**src/logic/arf_pkg.sv**
```systemverilog
//************************************************
// arf_pkg
// sizes, index and payload types for the
// architectural register files (GPR and FPR)
//************************************************

`default_nettype none

package arf_pkg;

   localparam int NUM_REGS     = 32;            // registers per file
   localparam int REG_ADDR_W   = 5;             // log2 of NUM_REGS
   localparam int XLEN         = 32;            // integer word
   localparam int FLEN         = 32;            // single precision fp word

   localparam int NUM_RD_PORTS = 4;             // i0 rs1, i0 rs2, i1 rs1, i1 rs2
   localparam int GPR_WR_PORTS = 3;             // i0, i1, nbl, lowest priority first
   localparam int FPR_WR_PORTS = 2;             // i0, nbl, lowest priority first

   //************************************************
   // port slots
   //************************************************
   localparam int RD_I0_RS1    = 0;
   localparam int RD_I0_RS2    = 1;
   localparam int RD_I1_RS1    = 2;
   localparam int RD_I1_RS2    = 3;

   localparam int GPR_WP_I0    = 0;             // slot-0 writeback
   localparam int GPR_WP_I1    = 1;             // slot-1 writeback
   localparam int GPR_WP_NBL   = 2;             // load return, wins ties

   localparam int FPR_WP_I0    = 0;
   localparam int FPR_WP_NBL   = 1;             // load return, wins ties

   typedef logic [REG_ADDR_W-1:0] reg_addr_t;   // register index
   typedef logic [XLEN-1:0]       gpr_word_t;   // integer payload
   typedef logic [FLEN-1:0]       fpr_word_t;   // fp payload

endpackage

`default_nettype wire

```
**src/logic/arf_operand_bypass.sv**
```systemverilog
//************************************************
// arf_operand_bypass
// per operand file select, same-cycle write
// forwarding and read enable masking
//************************************************

`timescale 1ns/1ps
`default_nettype none

module arf_operand_bypass (
   input  arf_pkg::reg_addr_t    raddr     [arf_pkg::NUM_RD_PORTS],
   input  logic [arf_pkg::NUM_RD_PORTS-1:0] ren,      // operand valid
   input  logic [arf_pkg::NUM_RD_PORTS-1:0] rfp,      // operand reads fpr

   input  arf_pkg::gpr_word_t    gpr_rdata [arf_pkg::NUM_RD_PORTS],
   input  arf_pkg::fpr_word_t    fpr_rdata [arf_pkg::NUM_RD_PORTS],

   input  logic [arf_pkg::GPR_WR_PORTS-1:0] gpr_wen,  // already x0 filtered
   input  arf_pkg::reg_addr_t    gpr_waddr [arf_pkg::GPR_WR_PORTS],
   input  arf_pkg::gpr_word_t    gpr_wdata [arf_pkg::GPR_WR_PORTS],

   input  logic [arf_pkg::FPR_WR_PORTS-1:0] fpr_wen,
   input  arf_pkg::reg_addr_t    fpr_waddr [arf_pkg::FPR_WR_PORTS],
   input  arf_pkg::fpr_word_t    fpr_wdata [arf_pkg::FPR_WR_PORTS],

   output arf_pkg::gpr_word_t    rdata     [arf_pkg::NUM_RD_PORTS]
);

   import arf_pkg::*;

   logic [NUM_RD_PORTS-1:0] gpr_hit;                  // gpr write to this index now
   logic [NUM_RD_PORTS-1:0] fpr_hit;
   gpr_word_t               gpr_fwd [NUM_RD_PORTS];   // winning gpr write data
   fpr_word_t               fpr_fwd [NUM_RD_PORTS];

   //************************************************
   // forward match, highest priority port first
   //************************************************
   always_comb begin
      for (int n = 0; n < NUM_RD_PORTS; n++) begin
         gpr_hit[n] = 1'b0;
         gpr_fwd[n] = '0;
         for (int p = GPR_WR_PORTS - 1; p >= 0; p--) begin    // load first, then i1, i0
            if (!gpr_hit[n] && gpr_wen[p] && (gpr_waddr[p] == raddr[n])) begin
               gpr_hit[n] = 1'b1;
               gpr_fwd[n] = gpr_wdata[p];
            end
         end
      end
   end

   always_comb begin
      for (int n = 0; n < NUM_RD_PORTS; n++) begin
         fpr_hit[n] = 1'b0;
         fpr_fwd[n] = '0;
         for (int p = FPR_WR_PORTS - 1; p >= 0; p--) begin    // load before i0
            if (!fpr_hit[n] && fpr_wen[p] && (fpr_waddr[p] == raddr[n])) begin
               fpr_hit[n] = 1'b1;
               fpr_fwd[n] = fpr_wdata[p];
            end
         end
      end
   end

   //************************************************
   // final operand mux
   //************************************************
   always_comb begin
      for (int n = 0; n < NUM_RD_PORTS; n++) begin
         if (!ren[n]) begin
            rdata[n] = '0;                            // unused operand reads zero
         end else if (rfp[n]) begin
            rdata[n] = fpr_hit[n] ? fpr_fwd[n] : fpr_rdata[n];  // FLEN == XLEN
         end else begin
            rdata[n] = gpr_hit[n] ? gpr_fwd[n] : gpr_rdata[n];
         end
      end
   end

endmodule

`default_nettype wire

```
**config.mk**
```make
export PLATFORM = sky130hd
export DESIGN_NAME = arf_operand_bypass
export DESIGN_NICKNAME = d
export VERILOG_FILES = /design/src/logic/arf_pkg.sv /design/src/logic/arf_operand_bypass.sv
export SDC_FILE = /design/constraint.sdc
export NUM_CORES = 1
export LEC_CHECK = 0
export BUFFER_PORTS_ARGS = -buffer_cell sky130_fd_sc_hd__buf_2
export CELL_PAD_IN_SITES_DETAIL_PLACEMENT = 1
export CELL_PAD_IN_SITES_GLOBAL_PLACEMENT = 1
export CORE_AREA = 5 5 233 235
export DETAILED_ROUTE_END_ITERATION = 12
export DIE_AREA = 0 0 238 240
export GPL_TIMING_DRIVEN = 0
export PLACE_DENSITY = 0.53
export SLEW_MARGIN = 15
export SYNTH_ARGS = -nofsm -noshare
export SYNTH_HDL_FRONTEND = slang
export SYNTH_SLANG_ARGS = --single-unit
```
**constraint.sdc**
```tcl
create_clock -name vclk -period 2
set_input_delay 0 -clock vclk [all_inputs]
set_output_delay 0 -clock vclk [all_outputs]
set_load 0.01 [all_outputs]
```
=== Yosys cells after proc, flatten, opt, wreduce, memory -nomap -nowiden ===
Index checks and enable logic that the tools add are counted.

* Flip-flop bits (word level): 0
* Latch bits: 0
* RAM bits: 0
* Memory bits (read-only): 0
* Input bits: 474
* Output and inout bits: 128
* Logic and storage cells: 120
* Memories: 0

* Add/sub/neg operators: 0
* Multipliers: 0
* Divide/modulo/power cells: 0
* Order comparisons: 0
* Eq/ne operators: 20
* Shifts and indexed selects: 0
* Multiplexer cells: 56
* Bitwise logic cells: 0
* Reductions and logical operators: 44

{| class="wikitable"
|+ Operators with widths
! cell !! number
|-
| 32-bit 2-to-1 mux || 36
|-
| 5-bit equality test || 20
|-
| 1-bit logical AND || 32
|-
| 1-bit 2-to-1 mux || 20
|-
| 1-bit logical NOT || 12
|}

=== Depth between registers and ports, before layout ===
* Depth in word-level cells: 14
* Gate-level depth with buffers: 9
* Depth with buffers taken out: 6

=== Worst setup path before layout ===
Ideal clock, no wire load.

* Path kind: input -> output
* Start point: input raddr[16] (netlist bit)
* End point: output rdata[100] (netlist bit)
* Data arrival time: 1.550 ns
* Setup slack: 0.450 ns
* Cell stages on the path: 9
* Buffers on the path: 3
* Path through: buf_2 -> xnor2_1 -> nand3_1 -> or4_1 -> buf_2 -> buf_6 -> nand2_1 -> a31oi_1 -> a211o_1

{| class="wikitable"
|+ RTL lines
! what !! RTL line !! source
|-
| from (decl) || arf_operand_bypass.sv:11 || <nowiki>input arf_pkg::reg_addr_t raddr [arf_pkg::NUM_RD_PORTS],</nowiki>
|-
| to (decl) || arf_operand_bypass.sv:26 || <nowiki>output arf_pkg::gpr_word_t rdata [arf_pkg::NUM_RD_PORTS]</nowiki>
|}

==> impl_metrics.tcl <==
set metrics [dict create \
    synth_nets 1922 \
    synth.area.top_cells "a31oi_1, nand3_1, a211o_1" \
    netlist_area_um2 8920 \
    p_per_area_nw_per_um2 220 \
    row_count 84 \
    wl_mm 97.8 \
    viasPerCell 5.91 \
    required_ns 2.00 \
    timing_worst_setup_path_type "input pin to output port" \
    cpMostUsedCell "buf_4" \
    grt_antenna_before_repair 19 \
    yosys.area.top_type "a31oi_1" \
    status "finished with violations" \
    finalSetupViolations 44 \
    syn-instance-count 1448 \
    yosys_warnings 0 \
    wl_per_cell_um 35.2 \
    critPathSlowestCell "a221oi_2" \
    cp_slowest_stage_delay_ns 0.38 \
    min_to "rdata[100]" \
    hold_path.class "input pin to output port" \
    period_minus_slack_ns 2.19 \
    seq_cells 0 \
    die-area_um2 57100 \
    drcViolationCount 0 \
    hold_ws_ns 0.362 \
    seqCellArea_um2 0 \
    crit_path_start_kind "input pin" \
    syn2layout_area_growth_pct 74.2 \
    core_area_um2 52000 \
    grt_pass1_vias 16996 \
    failed_checks "setup timing" \
    finalCritPeriodShare 1.09 \
    rsz0062_at_grt "true" \
    final.setup.tns_ns -3.23 \
    grt_max_degree 16 \
    grtUsageMet2 0.535 \
    path_cells "buf_4 > xor2_2 > nor2_1 > nor4bb_4 > buf_4 > buf_4 > buf_4 > a31oi_1 > a221oi_2 > a211o_1 > buf_2" \
    place_congestion 0.925 \
    die_y_um 240 \
    yosysSeqAreaShare 0 \
    yosysMostFrequentCell "nand3_1" \
    drt-initial-drc-count 1359 \
    hold_viol 0 \
    clock_buffers 0 \
    grt-ovfl-total 0 \
    fillers 6565 \
    fin_nets 2557 \
    finalWorstSetupSlack_ns -0.187 \
    worst_slew_pin_slew_ns 0.879 \
    met1_usage 0.408 \
    ys_top_cells_by_count "nand3_1, a31oi_1, nand2_1" \
    grt_util_met3 0.0505 \
    postSynthAreaPerCell_um2 6.16 \
    synth_top_area_share 0.180 \
    maxSlewHeadroom 0.414 \
    place_hpwl_mm 76.3 \
    slew_violations 0 \
    io_pins 602 \
    holdPathStages 3 \
    port_buffers 575 \
    max-cap-violations 0 \
    fmax_mhz 457 \
    dieWidth_um 238 \
    vias 16433 \
    crit_arrival_ns 2.19 \
    drtAntennaViolNets 0 \
    path_max_fanout 4 \
    grt_pass1_wl_mm 130 \
    ys_types 28 \
    drive_gt1_frac 0.495 \
    drt_first_pass_iters 5 \
    top_usage_layer "met2" \
    p_leak_uw 0.00742 \
    hp-start "gpr_wdata[68]" \
    initial_core_util 0.171 \
    grt_use_total 0.310 \
    end_kind "output port" \
    ir_drop_uv 98.1 \
    multi_input_area_um2 9320 \
]
[final cells by class]
class | instances | share of cell area
Timing Repair Buffer | 643 | 0.236
Tap cell | 688 | 0.0554
Antenna cell | 11 | 0.00177
Multi-Input combinational cell | 1228 | 0.600
Buffer | 208 | 0.106
Inverter | 2 | 0.000483
[cell usage in the layout (no fill, tap or decap), types with 10 or more instances in the layout]
master / instances
xor2_1: 41
buf_8: 10
a31oi_1: 239
clkbuf_2: 39
nand3_1: 249
buf_2: 596
nand2_1: 120
clkbuf_1: 35
nand2_2: 12
nand3_2: 21
diode_2: 11
buf_4: 75
clkbuf_4: 22
o21ai_0: 109
a221oi_2: 70
a211o_1: 128
buf_6: 40
buf_12: 21
xnor2_1: 22
xnor2_2: 26
a221oi_1: 52
o21ai_1: 12
nor2b_1: 27
[power breakdown]
group           leakage, µW  switching, µW  internal, µW
sequential                0              0             0
clock          0.0000000697              0      0.000737
combinational       0.00742           2110          1310
total               0.00742           2110          1310
[worst max path at each step]
stage / from / to
after detailed placement: raddr[4] / rdata[16]
after global routing: gpr_waddr[1] / rdata[95]
after CTS: raddr[2] / rdata[16]
after floorplan: raddr[16] / rdata[100]
final: gpr_waddr[1] / rdata[95]
after global placement: raddr[16] / rdata[118]
[what timing repair did]
action | 4_1_cts | 5_1_grt
buffers inserted | 41 | 14
setup endpoints to repair | 128 | 118
cloned | 0 | 10
gates resized for setup | 305 | 253
pin swaps | 56 | 76
hold buffers | 0 | 0
[worst max-delay path: cells and delay by family]
kind	cells	cell delay, ns
buf+inv	5	0.84
compound gates	3	0.64
xor+xnor	1	0.20
simple gates	2	0.50
[cell families (layout without fill, tap and decap cells)]
group                  Yosys count  in the layout  share of synthesized area
AO/OA/AOI/OAI                  640            640                      0.503
XOR/XNOR                       100            100                     0.0982
buffers and inverters          220            853                      0.122
other                            0             11                          0
AND/OR/NAND/NOR                488            488                      0.277
[through the flow]
stage	area (µm²)	setup WS [ns]	total power, µW	util	std cells
6_report	15500	-0.187	3420	0.299	2780
5_1_grt	15500	-0.220	3560	0.298	2778
4_1_cts	14200	-0.0218	3150	0.274	2747
3_5_place_dp	12700	-0.874	2870	0.244	2714
3_3_place_gp	12700	-1.22	2850	0.243	2711
2_1_floorplan	8920	0.450	1300	-	1448
[metal layers]
metal  up-vias  routed length, µm
met5         -                 82
met4        16               3220
met3       182               7410
met2       961              46800
met1      8233              40300
li1       7041                  -
No activity file was read; power rests on OpenSTA's default activity.
