File: src/logic/arf_pkg.sv
//************************************************
// arf_pkg
// sizes, index and payload types for the
// architectural register files (GPR and FPR)
//************************************************

`default_nettype none

package arf_pkg;

   localparam int NUM_REGS     = 32;            // registers per file
   localparam int REG_ADDR_W   = 5;             // log2 of NUM_REGS
   localparam int XLEN         = 32;            // integer word
   localparam int FLEN         = 32;            // single precision fp word

   localparam int NUM_RD_PORTS = 4;             // i0 rs1, i0 rs2, i1 rs1, i1 rs2
   localparam int GPR_WR_PORTS = 3;             // i0, i1, nbl, lowest priority first
   localparam int FPR_WR_PORTS = 2;             // i0, nbl, lowest priority first

   //************************************************
   // port slots
   //************************************************
   localparam int RD_I0_RS1    = 0;
   localparam int RD_I0_RS2    = 1;
   localparam int RD_I1_RS1    = 2;
   localparam int RD_I1_RS2    = 3;

   localparam int GPR_WP_I0    = 0;             // slot-0 writeback
   localparam int GPR_WP_I1    = 1;             // slot-1 writeback
   localparam int GPR_WP_NBL   = 2;             // load return, wins ties

   localparam int FPR_WP_I0    = 0;
   localparam int FPR_WP_NBL   = 1;             // load return, wins ties

   typedef logic [REG_ADDR_W-1:0] reg_addr_t;   // register index
   typedef logic [XLEN-1:0]       gpr_word_t;   // integer payload
   typedef logic [FLEN-1:0]       fpr_word_t;   // fp payload

endpackage

`default_nettype wire

File: src/logic/arf_write_router.sv
//************************************************
// arf_write_router
// steers the three writeback sources onto the
// GPR and FPR write ports, drops GPR x0 writes
//************************************************

`timescale 1ns/1ps
`default_nettype none

module arf_write_router (
   input  logic                  i0_wen,        // slot-0 writeback valid
   input  logic                  i0_fp,         // slot-0 targets fpr
   input  arf_pkg::reg_addr_t    i0_waddr,
   input  arf_pkg::gpr_word_t    i0_wdata,

   input  logic                  i1_wen,        // slot-1 writeback, gpr only
   input  arf_pkg::reg_addr_t    i1_waddr,
   input  arf_pkg::gpr_word_t    i1_wdata,

   input  logic                  nbl_wen,       // nonblock load data back
   input  logic                  nbl_fp,        // load goes to fpr
   input  arf_pkg::reg_addr_t    nbl_waddr,
   input  arf_pkg::gpr_word_t    nbl_wdata,

   output logic [arf_pkg::GPR_WR_PORTS-1:0] gpr_wen,
   output arf_pkg::reg_addr_t    gpr_waddr [arf_pkg::GPR_WR_PORTS],
   output arf_pkg::gpr_word_t    gpr_wdata [arf_pkg::GPR_WR_PORTS],

   output logic [arf_pkg::FPR_WR_PORTS-1:0] fpr_wen,
   output arf_pkg::reg_addr_t    fpr_waddr [arf_pkg::FPR_WR_PORTS],
   output arf_pkg::fpr_word_t    fpr_wdata [arf_pkg::FPR_WR_PORTS]
);

   import arf_pkg::*;

   //************************************************
   // gpr side, x0 writes never leave the router
   //************************************************
   assign gpr_wen[GPR_WP_I0]    = i0_wen & ~i0_fp & (i0_waddr != '0);
   assign gpr_wen[GPR_WP_I1]    = i1_wen & (i1_waddr != '0);       // no fp path on slot 1
   assign gpr_wen[GPR_WP_NBL]   = nbl_wen & ~nbl_fp & (nbl_waddr != '0);

   assign gpr_waddr[GPR_WP_I0]  = i0_waddr;
   assign gpr_waddr[GPR_WP_I1]  = i1_waddr;
   assign gpr_waddr[GPR_WP_NBL] = nbl_waddr;

   assign gpr_wdata[GPR_WP_I0]  = i0_wdata;
   assign gpr_wdata[GPR_WP_I1]  = i1_wdata;
   assign gpr_wdata[GPR_WP_NBL] = nbl_wdata;

   //************************************************
   // fpr side, f0 is a normal register
   //************************************************
   assign fpr_wen[FPR_WP_I0]    = i0_wen & i0_fp;
   assign fpr_wen[FPR_WP_NBL]   = nbl_wen & nbl_fp;

   assign fpr_waddr[FPR_WP_I0]  = i0_waddr;
   assign fpr_waddr[FPR_WP_NBL] = nbl_waddr;

   assign fpr_wdata[FPR_WP_I0]  = i0_wdata;       // XLEN == FLEN
   assign fpr_wdata[FPR_WP_NBL] = nbl_wdata;

endmodule

`default_nettype wire

File: config.mk
export PLATFORM = sky130hd
export DESIGN_NAME = arf_write_router
export DESIGN_NICKNAME = d
export VERILOG_FILES = /design/src/logic/arf_pkg.sv /design/src/logic/arf_write_router.sv
export SDC_FILE = /design/constraint.sdc
export NUM_CORES = 1
export LEC_CHECK = 0
export BUFFER_PORTS_ARGS = -buffer_cell sky130_fd_sc_hd__buf_2
export CORE_AREA = 5 5 114 116
export DETAILED_ROUTE_END_ITERATION = 6
export DIE_AREA = 0 0 119 121
export RECOVER_POWER = 25
export SETUP_SLACK_MARGIN = 0.05
export SYNTH_ARGS = -nofsm -noshare
export SYNTH_HDL_FRONTEND = slang
export SYNTH_SLANG_ARGS = --single-unit
File: constraint.sdc
create_clock -name vclk -period 1.4
set_clock_uncertainty 0.05 [all_clocks]
set_input_delay 0.07 -clock vclk [all_inputs]
set_output_delay 0.07 -clock vclk [all_outputs]
set_load 0.01 [all_outputs]
== Word level (Yosys, flattened, before mapping) ==
Index checks and enable logic that the tools add are counted.
Widths: inputs -> output; s select.
Storage, ports and cells
  output and inout port bits: 190
  register bits: 0
  input bits: 116
  word-level logic and storage cells: 12
Operators by class
  reduce and logical (&&, ||, !) cells: 3
  bitwise logic cells: 9
Operator list (number)
  $reduce_bool 5->1: 3
  $and 1x1->1: 7
  $not 1->1: 2

== Longest topological paths before layout ==
Gate-level depths: netlist of the first run.
  word-level depth: 3
  mapped depth: 2
  depth with buffers taken out: 2

== Worst setup path after synthesis of the first run ==
No wires, ideal clock.
  path kind: input to output
  from: input i1_waddr[0]
  to: output gpr_wen[1] (netlist name)
  path slack: 0.500 ns
  arrival: 0.780 ns
  stages: 2
  required time: 1.280 ns
  path buffers: 0
  path through: or4_1 o21a_1
Between the ends
  word-level cells in the longest chain between the ends: 2
RTL lines
  start, declared: line arf_write_router.sv:17  | input arf_pkg::reg_addr_t i1_waddr,
  $reduce_bool 5->1: line arf_write_router.sv:40  | assign gpr_wen[GPR_WP_I1] = i1_wen & (i1_waddr != '0);
  $and 1x1->1: line arf_write_router.sv:40
  end, declared: line arf_write_router.sv:25  | output logic [arf_pkg::GPR_WR_PORTS-1:0] gpr_wen,
Every way passes these cells.

== Worst setup path after layout of the first run ==
Ends and elaborated chain as after synthesis.

==> results of run 1 <==
## worst max-delay path, cell delays in order
cell    delay, ps
buf_2         100
or4_1         510
o21a_1        170
buf_2         130
## layer usage
metal | wire [um] | track usage | up-vias | part of all wire
met5 | 0 | 0 | - | 0
met1 | 253 | 0.006726 | 155 | 0.072
met4 | 538 | 0.05865 | 0 | 0.15
met2 | 1609 | 0.07347 | 160 | 0.46
met3 | 1127 | 0.05268 | 72 | 0.32
li1 | - | - | 143 | -
## power by group
part	total (uW)	internal, uW	switching (uW)
logic	118	56.1	62.3
clock network	0	0	0
registers	0	0	0
## placed cells by master, fill, tap and decap left out
master	count
a21oi_1	2
and2_1	2
buf_2	50
nand2b_1	2
nor2_1	2
nor3_1	2
o21a_1	1
or4_1	1
## stage by stage
step / hold slack, ps / instances / instance area (um^2)
2_1_floorplan: 181.8 / 197 / 1456
5_1_grt: 90.02 / 209 / 501.7
3_5_place_dp: 90.07 / 209 / 501.7
4_1_cts: 90.07 / 209 / 501.7
3_3_place_gp: 90.07 / 209 / 501.7
6_report: 90.00 / 209 / 501.7
## path summary, 6_finish.rpt
check / end / from / depth (start not counted) / slack (ps)
hold / removal: gpr_wdata[46] / i1_wdata[14] / 0 / 90
setup / recovery: gpr_wen[1] / i1_waddr[0] / 4 / 300
## cell families (layout without fill, tap and decap cells)
family                 Yosys count  after routing  synth area share
buffers and inverters          185             50            0.9536
AOI/OAI and AO/OA                3              3           0.01203
and+or+nand+nor                  9              9           0.03437
## cell type report
type	count	area [um^2]
Fill cell	1409	11310
Multi-Input combinational cell	12	67.56
Tap cell	147	183.9
Timing Repair Buffer	50	250.2
==> flow_summary.json, run 1 <==
{
  "routed_wl_um": 3529,
  "dieArea_um2": 14400,
  "synth_fp_nets": 313,
  "yosysMostFrequentCell": "buf_4",
  "rows": 40,
  "crit_type": "in2out",
  "crit_required_ps": 1280,
  "fin_tns_setup_ps": 0,
  "power.leakage_uw": 0.0002231,
  "start_util": 0.1233,
  "yosysTopAreaCellShare": 0.9536,
  "die_y_um": 121,
  "hold_buffers": 0,
  "ant_nets": 0,
  "drtIter0Drc": 11,
  "numSequentialCells": 0,
  "io_buffers": 50,
  "period_share": 0.7873,
  "wl_per_cell_um": 16.89,
  "post_cts_resized": 0,
  "setup-violations-final": 0,
  "drc": 0,
  "min_period_ps": 1102,
  "netlist_area_um2": 1456,
  "grt_pass1_wl_um": 4374,
  "maxCapViolCount": 0,
  "rsz0062_at_grt": "false",
  "status": "finished, final reports clean",
  "coreArea_um2": 11810,
  "seq_area_frac_synth": 0,
  "ys_top_cells_by_area": "buf_4, and2_1, nand2b_1",
  "overflow": 0,
  "drt-pass1-iter-count": 2,
  "track_usage": 0.04178,
  "cellPowerDensity_nw_per_um2": 236.1,
  "worst_slew_pin_slew_ps": 160.3,
  "ir_drop_v": 0.00001114,
  "ios": 306,
  "max_slew_margin": 0.8923,
  "report.power.total_uw": 118.5,
  "grt_pass1_vias": 581,
  "antenna_found_initial": 0,
  "maxSlewViolCount": 0,
  "grt_max_degree": 4,
  "diodes": 0,
  "ys_types": 8,
  "regArea_um2": 0,
  "final-hold-violation-count": 0,
  "synth_largest_area_cell": "buf_4",
  "max_freq_ghz": 0.9073,
  "fin_util": 0.04248,
  "synth_warnings": 0,
  "die_w_um": 119,
  "synthCells": 197,
  "drive_gt1_frac": 0.8065,
  "place_ws_ps": 291.6,
  "min_path_type": "in2out",
  "synthToLayoutAreaGrowth_pct": -65.55,
  "critPathMaxFanout": 2,
  "dpl.hpwl_um": 3168,
  "setup_ws_ps": 297.8,
  "synth.avg_cell_area_um2": 7.393,
  "nets": 180,
  "end_kind": "output port",
  "clock_buffers": 0,
  "num_vias": 530,
  "vias_per_cell": 2.536,
  "gp_congestion": 0.5742,
  "cts_setup_buffers": 0,
  "arrival_ps": 980,
  "cp-start-kind": "input port"
}
Power figures use the tool's default switching activity.
==> inputs of run 2 (changes only) <==
--- a/config.mk
+++ b/config.mk
@@ -6,9 +6,9 @@
 export NUM_CORES = 1
 export LEC_CHECK = 0
 export BUFFER_PORTS_ARGS = -buffer_cell sky130_fd_sc_hd__buf_2
-export CORE_AREA = 5 5 114 116
+export CORE_AREA = 5 5 115 117
 export DETAILED_ROUTE_END_ITERATION = 6
-export DIE_AREA = 0 0 119 121
+export DIE_AREA = 0 0 120 122
 export RECOVER_POWER = 25
 export SETUP_SLACK_MARGIN = 0.05
 export SYNTH_ARGS = -nofsm -noshare
==> constraint.sdc (replaced) <==
create_clock -name vclk -period 1.15
set_clock_uncertainty 0.05 [all_clocks]
set_input_delay 0.0575 -clock vclk [all_inputs]
set_output_delay 0.0575 -clock vclk [all_outputs]
set_load 0.01 [all_outputs]
==> run 2 against run 1 <==
Net effect:
- sequential share of layout area is the same
- critical path depth unchanged
- first-iteration DRC count rose by 55%
- worst setup slack worse by 240 ps
- via count increased by 0.94%
- flip-flop and latch count did not move
- hold slack worse by 25 ps
- combinational power grew 31%
- design area up 4.0%
- total power rose by 30%
- routed wire length is 0.17% higher
==> flow_summary.json, run 2 (synthesis gave the netlist of run 1 again) <==
{
  "nets": 180,
  "rsz0062_at_grt": "true",
  "num_vias": 535,
  "grt_pass1_wl_um": 4022,
  "drive_gt1_frac": 0.8226,
  "min-delay-start": "i1_wdata[14]",
  "grt_max_degree": 4,
  "synthToLayoutAreaGrowth_pct": -64.18,
  "clock_buffers": 0,
  "ir_drop_v": 0.00001419,
  "regArea_um2": 0,
  "final-hold-violation-count": 0,
  "drt-pass1-iter-count": 3,
  "wl_met3_um": 1141,
  "setup-violations-final": 0,
  "vias_per_cell": 2.524,
  "final_common_cell": "buf_2",
  "max_slew_margin": 0.8959,
  "dieArea_um2": 14640,
  "period_share": 0.9540,
  "arrival_ps": 990,
  "start_util": 0.1188,
  "antenna_found_initial": 0,
  "max_freq_ghz": 0.9115,
  "cellPowerDensity_nw_per_um2": 294.3,
  "min_period_ps": 1097,
  "maxSlewViolCount": 0,
  "end_kind": "output port",
  "hold_buffers": 0,
  "routed_wl_um": 3535,
  "grt_pass1_vias": 565,
  "worst_slew_pin_slew_ps": 155.0,
  "drc": 0,
  "ant_nets": 0,
  "top_layer": "met4",
  "fin_util": 0.04256,
  "ios": 306,
  "power.leakage_uw": 0.0002290,
  "status": "finished, final reports clean",
  "die_y_um": 122,
  "crit_required_ps": 1040,
  "min_path_type": "in2out",
  "fill_cells": 1423,
  "diodes": 0,
  "overflow": 0,
  "die_w_um": 120,
  "drtIter0Drc": 17,
  "track_usage": 0.03905,
  "io_buffers": 50,
  "wl_per_cell_um": 16.67,
  "wl_met1_um": 294,
  "numSequentialCells": 0,
  "wl_met2_um": 1510,
  "fin_tns_setup_ps": 0,
  "rows": 41,
  "critPathLaunch": "i1_waddr[4]",
  "maxCapViolCount": 0,
  "cp-start-kind": "input port",
  "crit_type": "in2out",
  "coreArea_um2": 12260,
  "gp_congestion": 0.4604,
  "critPathMaxFanout": 2
}
## run 2: cell counts in the layout (fill, tap and decap cells not counted)
No cell type changed its count.
## run 2: final timing paths
| kind | to | slack, ps | cells after the start |
|---|---|---|---|
| worst max-delay path | gpr_wen[1] | 50 | 4 |
| worst min-delay path | gpr_wdata[46] | 70 | 0 |
## run 2: worst max-delay path: stages
cell	delay, ps
buf_6	90
or4_4	520
o21a_1	190
buf_2	130
## run 2: area by class of cell
cell class | count | area, um^2 | share of cell area
tap | 150 | 187.7 | 0.3597
multi-input combinational | 12 | 71.32 | 0.1367
timing repair buffer | 50 | 262.8 | 0.5036
## run 2: power breakdown
part           switching, uW  internal (uW)
logic                   80.3           73.2
registers                  0              0
clock network              0              0
total                   80.3           73.2
## run 2: per-stage QoR
step                      instances  worst slack (ps)  total power, uW  instance area [um^2]  hold WS (ps)
after floorplan                 197             274.7            680.6                  1456         156.8
after global placement          212             19.20            149.5                 505.5         65.07
after detailed placement        212             19.11            150.3                 505.5         65.07
after CTS                       212             43.41            151.8                 509.2         65.07
after global routing            212             32.76            164.5                 521.8         65.02
final                           212             52.95            153.6                 521.8         65.00
## run 2: routing by layer
metal,track usage,vias up
met2,0.06779,165
li1,-,144
met4,0.06371,0
met5,0,-
met3,0.04968,70
met1,0.003348,156
## run 2: timing repair
| item | CTS | global route |
|---|---|---|
| pin swaps | 0 | 2 |
| endpoints found under the setup margin | 1 | 1 |
| resized for setup | 1 | 2 |
| setup buffers | 0 | 0 |
| endpoints found under the hold margin | 0 | 0 |
